### config.mk
export PLATFORM = sky130hd
export DESIGN_NAME = mem_sys_top
export DESIGN_NICKNAME = d
export VERILOG_FILES = /design/src/mem_pkg.sv /design/src/fetch_unit.sv /design/src/inst_decoder.sv /design/src/load_store_unit.sv /design/src/axi_bus_arbiter.sv /design/src/mem_sys_top.sv
export SDC_FILE = /design/constraint.sdc
export NUM_CORES = 1
export LEC_CHECK = 0
export BUFFER_PORTS_ARGS = -buffer_cell sky130_fd_sc_hd__buf_2
export CORE_MARGIN = 10
export CORE_UTILIZATION = 60
export CTS_CLUSTER_DIAMETER = 80
export DETAILED_ROUTE_END_ITERATION = 10
export PLACE_DENSITY = 0.84
export SYNTH_ARGS = -nofsm -noshare
export SYNTH_HDL_FRONTEND = slang
export SYNTH_HIERARCHICAL = 1
export SYNTH_SLANG_ARGS = --single-unit
### constraint.sdc
create_clock -name clock -period 9.1 [get_ports clock]
set_clock_uncertainty 0.15 [all_clocks]
set_input_delay 1.82 -clock clock [delete_from_list [all_inputs] [get_ports clock]]
set_output_delay 1.82 -clock clock [all_outputs]
set_load 0.05 [all_outputs]
### src/mem_pkg.sv
`default_nettype none

package mem_pkg;

    localparam int addr_w = 32;
    localparam int data_w = 32;
    localparam int id_w   = 4;

    localparam logic [id_w-1:0] fetch_id = 4'd0;
    localparam logic [id_w-1:0] lsu_id   = 4'd1;

    localparam logic [1:0] burst_incr = 2'b01;
    localparam logic [1:0] resp_okay  = 2'b00;

    typedef enum logic [1:0] {
        op_nop   = 2'b00,
        op_load  = 2'b01,
        op_store = 2'b10,
        op_halt  = 2'b11
    } op_e;

    // value doubles as the AXI size code
    typedef enum logic [1:0] {
        sz_byte = 2'b00,
        sz_half = 2'b01,
        sz_word = 2'b10
    } size_e;

    typedef struct packed {
        logic [id_w-1:0]   id;
        logic [addr_w-1:0] addr;
        logic [7:0]        len;
        logic [2:0]        size;
        logic [1:0]        burst;
    } axi_aw_t;

    typedef axi_aw_t axi_ar_t; // same layout for reads

    typedef struct packed {
        logic [data_w-1:0]   data;
        logic [data_w/8-1:0] strb;
        logic                last;
    } axi_w_t;

    typedef struct packed {
        logic [id_w-1:0] id;
        logic [1:0]      resp;
    } axi_b_t;

    typedef struct packed {
        logic [id_w-1:0]   id;
        logic [data_w-1:0] data;
        logic [1:0]        resp;
        logic              last;
    } axi_r_t;

    typedef struct packed {
        logic [addr_w-1:0] pc;
        logic [data_w-1:0] inst;
    } fetch_pkt_t;

    typedef struct packed {
        logic [addr_w-1:0] pc;
        op_e               op;
        size_e             size;
        logic [addr_w-1:0] addr;
        logic [data_w-1:0] wdata;
    } mem_op_t;

    typedef struct packed {
        logic                write;
        logic [addr_w-1:0]   addr;
        size_e               size;
        logic [data_w-1:0]   wdata;
        logic [data_w/8-1:0] wstrb;
    } bus_req_t;

    typedef struct packed {
        logic [addr_w-1:0] pc;
        logic [addr_w-1:0] addr;
        logic [data_w-1:0] data;
    } ld_result_t;

endpackage

`default_nettype wire

### src/fetch_unit.sv
`default_nettype none

module fetch_unit import mem_pkg::*; #(
    parameter logic [addr_w-1:0] reset_pc = 32'h0000_0000
) (
    input  logic              clock,
    input  logic              reset,
    input  logic              halted,
    output logic              fetch_valid,
    output fetch_pkt_t        fetch_pkt,
    input  logic              fetch_ready,
    output logic              req_valid,
    output bus_req_t          req,
    input  logic              req_ready,
    input  logic              rsp_valid,
    input  logic [data_w-1:0] rsp_data
);

    logic [addr_w-1:0] pc;
    logic              pending; // read issued, answer not back yet
    logic              fetch_fire;

    assign fetch_fire = fetch_valid && fetch_ready;

    assign req = '{write: 1'b0, addr: pc, size: sz_word, wdata: '0, wstrb: '0};

    always_ff @(posedge clock) begin
        if (reset) begin
            pc          <= reset_pc;
            pending     <= 1'b0;
            req_valid   <= 1'b0;
            fetch_valid <= 1'b0;
        end else begin
            if (req_valid && req_ready) begin
                req_valid <= 1'b0;
                pending   <= 1'b1;
            end else if (!req_valid && !pending && !halted && (!fetch_valid || fetch_fire)) begin
                req_valid <= 1'b1; // next word as soon as the buffer frees up
            end
            if (rsp_valid) begin
                pending <= 1'b0;
                if (!halted) begin
                    fetch_valid <= 1'b1;
                end
            end
            if (fetch_fire) begin
                fetch_valid <= 1'b0;
                pc          <= pc + 32'd4;
            end
        end
    end

    always_ff @(posedge clock) begin
        if (rsp_valid && !halted) begin
            fetch_pkt <= '{pc: pc, inst: rsp_data};
        end
    end

endmodule

`default_nettype wire

### src/inst_decoder.sv
`default_nettype none

module inst_decoder import mem_pkg::*; (
    input  logic       clock,
    input  logic       reset,
    input  logic       in_valid,
    input  fetch_pkt_t in_pkt,
    output logic       in_ready,
    output logic       out_valid,
    output mem_op_t    out_op,
    input  logic       out_ready,
    output logic       halted
);

    mem_op_t dec;
    logic    in_fire;

    // nothing more is taken once halted
    assign in_ready = !halted && (!out_valid || out_ready);
    assign in_fire  = in_valid && in_ready;

    always_comb begin
        dec.pc    = in_pkt.pc;
        dec.op    = op_e'(in_pkt.inst[31:30]);
        dec.size  = size_e'(in_pkt.inst[29:28]);
        dec.addr  = {20'b0, in_pkt.inst[27:16]};
        dec.wdata = {16'b0, in_pkt.inst[15:0]};
    end

    always_ff @(posedge clock) begin
        if (reset) begin
            out_valid <= 1'b0;
            halted    <= 1'b0;
        end else begin
            if (out_valid && out_ready) begin
                out_valid <= 1'b0;
            end
            if (in_fire && (dec.op == op_load || dec.op == op_store)) begin
                out_valid <= 1'b1;
            end
            if (in_fire && dec.op == op_halt) begin
                halted <= 1'b1;
            end
        end
    end

    always_ff @(posedge clock) begin
        if (in_fire && (dec.op == op_load || dec.op == op_store)) begin
            out_op <= dec;
        end
    end

endmodule

`default_nettype wire

### src/load_store_unit.sv
`default_nettype none

module load_store_unit import mem_pkg::*; (
    input  logic              clock,
    input  logic              reset,
    input  logic              op_valid,
    input  mem_op_t           op,
    output logic              op_ready,
    output logic              req_valid,
    output bus_req_t          req,
    input  logic              req_ready,
    input  logic              rsp_valid,
    input  logic [data_w-1:0] rsp_data,
    output logic              load_valid,
    output ld_result_t        load_result,
    input  logic              load_ready
);

    mem_op_t             cur;
    logic                busy;
    logic [1:0]          byte_off;
    logic [addr_w-1:0]   bus_addr;
    logic [data_w-1:0]   lane_data;
    logic [data_w-1:0]   load_mask;
    logic [data_w/8-1:0] strb;
    logic                is_store;

    assign op_ready = !busy && !load_valid; // result slot must be free
    assign is_store = (cur.op == op_store);

    // misaligned accesses are aligned down to their size
    always_comb begin
        case (cur.size)
            sz_byte: begin
                byte_off  = cur.addr[1:0];
                bus_addr  = cur.addr;
                lane_data = {4{cur.wdata[7:0]}};
                load_mask = 32'h0000_00ff;
                strb      = 4'b0001 << byte_off;
            end
            sz_half: begin
                byte_off  = {cur.addr[1], 1'b0};
                bus_addr  = {cur.addr[addr_w-1:1], 1'b0};
                lane_data = {2{cur.wdata[15:0]}};
                load_mask = 32'h0000_ffff;
                strb      = 4'b0011 << byte_off;
            end
            default: begin
                byte_off  = 2'd0;
                bus_addr  = {cur.addr[addr_w-1:2], 2'b00};
                lane_data = cur.wdata;
                load_mask = 32'hffff_ffff;
                strb      = 4'b1111;
            end
        endcase
    end

    assign req = '{write: is_store, addr: bus_addr, size: cur.size,
                   wdata: lane_data, wstrb: is_store ? strb : 4'b0000};

    always_ff @(posedge clock) begin
        if (reset) begin
            busy       <= 1'b0;
            req_valid  <= 1'b0;
            load_valid <= 1'b0;
        end else begin
            if (op_valid && op_ready) begin
                busy      <= 1'b1;
                req_valid <= 1'b1;
            end
            if (req_valid && req_ready) begin
                req_valid <= 1'b0;
            end
            if (rsp_valid) begin
                busy <= 1'b0;
                if (!is_store) begin
                    load_valid <= 1'b1;
                end
            end
            if (load_valid && load_ready) begin
                load_valid <= 1'b0;
            end
        end
    end

    always_ff @(posedge clock) begin
        if (op_valid && op_ready) begin
            cur <= op;
        end
        if (rsp_valid && !is_store) begin
            load_result <= '{pc: cur.pc, addr: cur.addr,
                             data: (rsp_data >> {byte_off, 3'b000}) & load_mask};
        end
    end

endmodule

`default_nettype wire

### src/axi_bus_arbiter.sv
`default_nettype none

module axi_bus_arbiter import mem_pkg::*; (
    input  logic              clock,
    input  logic              reset,
    input  logic              fetch_req_valid,
    input  bus_req_t          fetch_req,
    output logic              fetch_req_ready,
    output logic              fetch_rsp_valid,
    output logic [data_w-1:0] fetch_rsp_data,
    input  logic              lsu_req_valid,
    input  bus_req_t          lsu_req,
    output logic              lsu_req_ready,
    output logic              lsu_rsp_valid,
    output logic [data_w-1:0] lsu_rsp_data,
    output logic              awvalid,
    input  logic              awready,
    output axi_aw_t           aw,
    output logic              wvalid,
    input  logic              wready,
    output axi_w_t            w,
    input  logic              bvalid,
    output logic              bready,
    input  axi_b_t            b,
    output logic              arvalid,
    input  logic              arready,
    output axi_ar_t           ar,
    input  logic              rvalid,
    output logic              rready,
    input  axi_r_t            r,
    output logic              err
);

    typedef enum logic [1:0] {
        st_idle,
        st_addr,  // AR, or AW with W alongside
        st_wdata, // AW taken, W still pending
        st_resp
    } state_e;

    state_e            state;
    bus_req_t          cur;
    logic [id_w-1:0]   cur_id;
    logic              w_done;
    logic [data_w-1:0] rsp_data;
    logic              aw_fire;
    logic              w_fire;
    logic              ar_fire;
    logic              resp_fire;
    logic              resp_bad;

    // load-store wins a tie, its operation is older
    assign lsu_req_ready   = (state == st_idle);
    assign fetch_req_ready = (state == st_idle) && !lsu_req_valid;

    assign awvalid = (state == st_addr) && cur.write;
    assign wvalid  = cur.write && ((state == st_addr && !w_done) || state == st_wdata);
    assign arvalid = (state == st_addr) && !cur.write;
    assign bready  = (state == st_resp) && cur.write;
    assign rready  = (state == st_resp) && !cur.write;

    assign aw = '{id: cur_id, addr: cur.addr, len: 8'd0, size: {1'b0, cur.size},
                  burst: burst_incr};
    assign ar = '{id: cur_id, addr: cur.addr, len: 8'd0, size: {1'b0, cur.size},
                  burst: burst_incr};
    assign w  = '{data: cur.wdata, strb: cur.wstrb, last: 1'b1};

    assign aw_fire   = awvalid && awready;
    assign w_fire    = wvalid && wready;
    assign ar_fire   = arvalid && arready;
    assign resp_fire = (bvalid && bready) || (rvalid && rready);
    // a wrong id counts as an error too
    assign resp_bad  = cur.write ? (b.resp != resp_okay || b.id != cur_id)
                                 : (r.resp != resp_okay || r.id != cur_id);

    assign fetch_rsp_data = rsp_data;
    assign lsu_rsp_data   = rsp_data;

    always_ff @(posedge clock) begin
        if (reset) begin
            state           <= st_idle;
            w_done          <= 1'b0;
            err             <= 1'b0;
            fetch_rsp_valid <= 1'b0;
            lsu_rsp_valid   <= 1'b0;
        end else begin
            fetch_rsp_valid <= 1'b0;
            lsu_rsp_valid   <= 1'b0;
            case (state)
                st_idle: begin
                    w_done <= 1'b0;
                    if (lsu_req_valid || fetch_req_valid) begin
                        state <= st_addr;
                    end
                end
                st_addr: begin
                    if (w_fire) begin
                        w_done <= 1'b1;
                    end
                    if (ar_fire || (aw_fire && (w_done || w_fire))) begin
                        state <= st_resp;
                    end else if (aw_fire) begin
                        state <= st_wdata;
                    end
                end
                st_wdata: begin
                    if (w_fire) begin
                        state <= st_resp;
                    end
                end
                default: begin
                    if (resp_fire) begin
                        state           <= st_idle;
                        err             <= err | resp_bad;
                        fetch_rsp_valid <= (cur_id == fetch_id);
                        lsu_rsp_valid   <= (cur_id == lsu_id);
                    end
                end
            endcase
        end
    end

    always_ff @(posedge clock) begin
        if (state == st_idle) begin
            cur    <= lsu_req_valid ? lsu_req : fetch_req;
            cur_id <= lsu_req_valid ? lsu_id : fetch_id;
        end
        if (state == st_resp && resp_fire) begin
            rsp_data <= cur.write ? '0 : r.data;
        end
    end

endmodule

`default_nettype wire

### src/mem_sys_top.sv
`default_nettype none

module mem_sys_top import mem_pkg::*; #(
    parameter logic [addr_w-1:0] reset_pc = 32'h0000_0000
) (
    input  logic       clock,
    input  logic       reset,
    output logic       awvalid,
    input  logic       awready,
    output axi_aw_t    aw,
    output logic       wvalid,
    input  logic       wready,
    output axi_w_t     w,
    input  logic       bvalid,
    output logic       bready,
    input  axi_b_t     b,
    output logic       arvalid,
    input  logic       arready,
    output axi_ar_t    ar,
    input  logic       rvalid,
    output logic       rready,
    input  axi_r_t     r,
    output logic       load_valid,
    output ld_result_t load_result,
    input  logic       load_ready,
    output logic       halted,
    output logic       err
);

    fetch_pkt_t        fetch_pkt;
    mem_op_t           op;
    bus_req_t          fetch_req;
    bus_req_t          lsu_req;
    logic              fetch_valid;
    logic              fetch_ready;
    logic              op_valid;
    logic              op_ready;
    logic              fetch_req_valid;
    logic              fetch_req_ready;
    logic              fetch_rsp_valid;
    logic              lsu_req_valid;
    logic              lsu_req_ready;
    logic              lsu_rsp_valid;
    logic [data_w-1:0] fetch_rsp_data;
    logic [data_w-1:0] lsu_rsp_data;

    fetch_unit #(.reset_pc(reset_pc)) fetch_unit_inst (
        .clock(clock), .reset(reset), .halted(halted),
        .fetch_valid(fetch_valid), .fetch_pkt(fetch_pkt), .fetch_ready(fetch_ready),
        .req_valid(fetch_req_valid), .req(fetch_req), .req_ready(fetch_req_ready),
        .rsp_valid(fetch_rsp_valid), .rsp_data(fetch_rsp_data)
    );

    inst_decoder inst_decoder_inst (
        .clock(clock), .reset(reset),
        .in_valid(fetch_valid), .in_pkt(fetch_pkt), .in_ready(fetch_ready),
        .out_valid(op_valid), .out_op(op), .out_ready(op_ready),
        .halted(halted)
    );

    load_store_unit load_store_unit_inst (
        .clock(clock), .reset(reset),
        .op_valid(op_valid), .op(op), .op_ready(op_ready),
        .req_valid(lsu_req_valid), .req(lsu_req), .req_ready(lsu_req_ready),
        .rsp_valid(lsu_rsp_valid), .rsp_data(lsu_rsp_data),
        .load_valid(load_valid), .load_result(load_result), .load_ready(load_ready)
    );

    axi_bus_arbiter axi_bus_arbiter_inst (
        .clock(clock), .reset(reset),
        .fetch_req_valid(fetch_req_valid), .fetch_req(fetch_req),
        .fetch_req_ready(fetch_req_ready),
        .fetch_rsp_valid(fetch_rsp_valid), .fetch_rsp_data(fetch_rsp_data),
        .lsu_req_valid(lsu_req_valid), .lsu_req(lsu_req), .lsu_req_ready(lsu_req_ready),
        .lsu_rsp_valid(lsu_rsp_valid), .lsu_rsp_data(lsu_rsp_data),
        .awvalid(awvalid), .awready(awready), .aw(aw),
        .wvalid(wvalid), .wready(wready), .w(w),
        .bvalid(bvalid), .bready(bready), .b(b),
        .arvalid(arvalid), .arready(arready), .ar(ar),
        .rvalid(rvalid), .rready(rready), .r(r),
        .err(err)
    );

endmodule

`default_nettype wire

==> metrics.cfg <==
[outcome]
outcome = finished, final reports clean

[routing]
drt-initial-drc-count = 645
via_count = 9083
via_per_inst = 5.20
routed_wl_um = 35900
drc = 0
dr.pass1.iters = 7
antenna_left = 0
wl_per_cell_um = 20.5

[timing]
finalCriticalPeriod_ps = 3860
period_share_pct = 42.5
maxSlewViolCount = 0
fmax_mhz = 259
slew_headroom_pct = 24.1
hold_viol_final = 0
grt_setup_unrepaired = no
setup-violations-final = 0
setup_slack_ps = 5240
worst-slew-pin-transition_ps = 1140
whs_ps = 261
fin_tns_setup_ps = 0

[flow_run]
drv_cap = 0

[placement]
place_ws_ps = 5800
port_buffers = 261
globalplace.congestion = 0.816
dp_hpwl_um = 23600

[cts]
cts-root-buf = clkbuf_16
cts_sinks = 470
cts-buffers-inserted = 47
cts.path.max_buffers = 3
cts_resized = 0
postCtsHoldBufs = 0
path_clk_slew_ps = 60
cts_tree = done
htree_levels = 2
clock_latency_ps = 540
post_cts_buffers = 0

[critical_path]
slowest_delay_ps = 420
path_buf_inv = 2
worstPathArrival_ps = 1890
cp-end-kind = primary output
cpLargestDelayFamily = flip-flops
cp_max_fo = 7
reg2reg_from = load_store_unit_inst/busy
critPathRequiredTime_ps = 7130
critPathKind = flop to primary output
crit_path_start = axi_bus_arbiter_inst/state[1]
path_cells = inv_1 > ha_1 > nor2b_1 > o21a_1 > buf_2
worstSetupStartpointType = flop
cpMaxStageDelayCell = dfxtp_1

[final_layout]
nets = 1369
final_layout_size_suffix_gt1_share_pct = 33.6
syn_to_final_growth_pct = 7.91
fin_util_pct = 65.6
fillers = 2149

[floorplanning]
initial_utilization_pct = 60.8
io_pins = 292
core-area_um2 = 31600
die_w_um = 199
die-area_um2 = 39500
die_h_um = 199
rows = 65

[yosys]
synth_seq_area_share_pct = 71.3
ys.flop_type = edfxtp_1
async_reset_ff_share_pct = 0
ys_warn_count = 6
ys_ff_latch = 470
ys_top_cells_by_area = edfxtp_1, buf_4, mux2_2
netlist_area_um2 = 19200
yosysTopAreaCellShare_pct = 66.7
synthDistinctLibCells = 53
synthTopCellsByCount = edfxtp_1, buf_4, mux2_2, dfxtp_1, nor2_1
avgSynthCellArea_um2 = 15.9
syn_inst = 1203
synth_edf_count = 426
synth_top_area_cell = edfxtp_1
yosysMostFrequentCell = edfxtp_1

[power_and_ir_drop]
pwr_density_cell_nw_per_um2 = 270
power_leakage_nw = 7.79
power.total_mw = 5.58
ir_worst_vdd_v = 0.000157

[grt]
grt.overflow.total = 0
grt_pass1_wl_um = 54400
track_usage_pct = 17.9
grt_pass1_vias = 9514
antenna_found_initial = 1
grt_max_degree = 79

[min_path]
hold_path.startpoint = inst_decoder_inst/out_op[71]
min_path_type = flop to flop

==> cells in the final DEF, fill, tap and decap left out, types with 22 or more instances in the layout <==
| cell | count |
|---|---|
| edfxtp_1 | 426 |
| buf_2 | 261 |
| conb_1 | 108 |
| mux2_2 | 92 |
| clkbuf_16 | 48 |
| dfxtp_1 | 43 |
| nor2_1 | 36 |
| nor2b_1 | 34 |
| mux2i_1 | 33 |
| nand2_1 | 26 |
| and2_1 | 22 |
==> sequential cells by signal (all words and copies together) (netlist names), 2 cells and up <==
signal,count
fetch_unit_inst/fetch_pkt,62
inst_decoder_inst/out_op,64
load_store_unit_inst/load_result,96
axi_bus_arbiter_inst/w,36
axi_bus_arbiter_inst/ar,34
load_store_unit_inst/cur,98
axi_bus_arbiter_inst/state,2
load_store_unit_inst/req,2
axi_bus_arbiter_inst/fetch_rsp_data,32
fetch_unit_inst/pc,30
==> routing by layer <==
metal / track usage (%) / up-vias / wire length [um]
li1: - / 4187 / -
met2: 30.4 / 353 / 18000
met1: 22.5 / 4484 / 14400
met4: 5.09 / 2 / 726
met5: 0 / - / 9
met3: 4.38 / 57 / 2710
==> path summary, 6_finish.rpt <==
path / cells past startpoint / slack, ps / endpoint
setup / recovery: 5 / 5240 / wvalid
hold / removal: 0 / 260 / load_store_unit_inst/cur[71]
hold reg to reg: 0 / 260 / load_store_unit_inst/cur[71]
setup reg to reg: 7 / 5650 / fetch_unit_inst/pc[21]
==> stage by stage <==
stage	instances	area [um2]
after global routing	1746	20700
final	1747	20700
after detailed placement	1662	19200
after floorplan	1306	19600
after global placement	1662	19200
after CTS	1746	20700
==> report_power, final <==
group	total, mW	switching [mW]	leakage (nW)	internal [mW]
clock	1.91	0.775	0.753	1.13
sequential	2.57	0.0622	4.32	2.51
combinational	1.10	0.915	2.72	0.183
total	5.58	1.75	7.79	3.83
==> cell type report <==
| cell class | count | area, um2 | area share (%) |
|---|---|---|---|
| inverter | 10 | 37.5 | 0.181 |
| tap | 402 | 503 | 2.43 |
| antenna | 1 | 2.50 | 0.0121 |
| clock buffer | 62 | 1280 | 6.20 |
| timing repair buffer | 270 | 1370 | 6.64 |
| clock inverter | 22 | 246 | 1.19 |
| multi-input combinational | 510 | 3570 | 17.2 |
| sequential | 470 | 13700 | 66.1 |
==> logic make-up after synthesis <==
family / Yosys count / share of synthesized area, %
multiplexers: 126 / 7.20
AO/OA/AOI/OAI: 54 / 1.72
flip-flops: 470 / 71.3
adder cells (fa/ha/maj): 7 / 0.457
buffers and inverters: 326 / 12.3
XOR/XNOR: 14 / 0.639
AND/OR/NAND/NOR: 201 / 6.26
other: 5 / 0.0979
(Power assumes the default switching activity.)
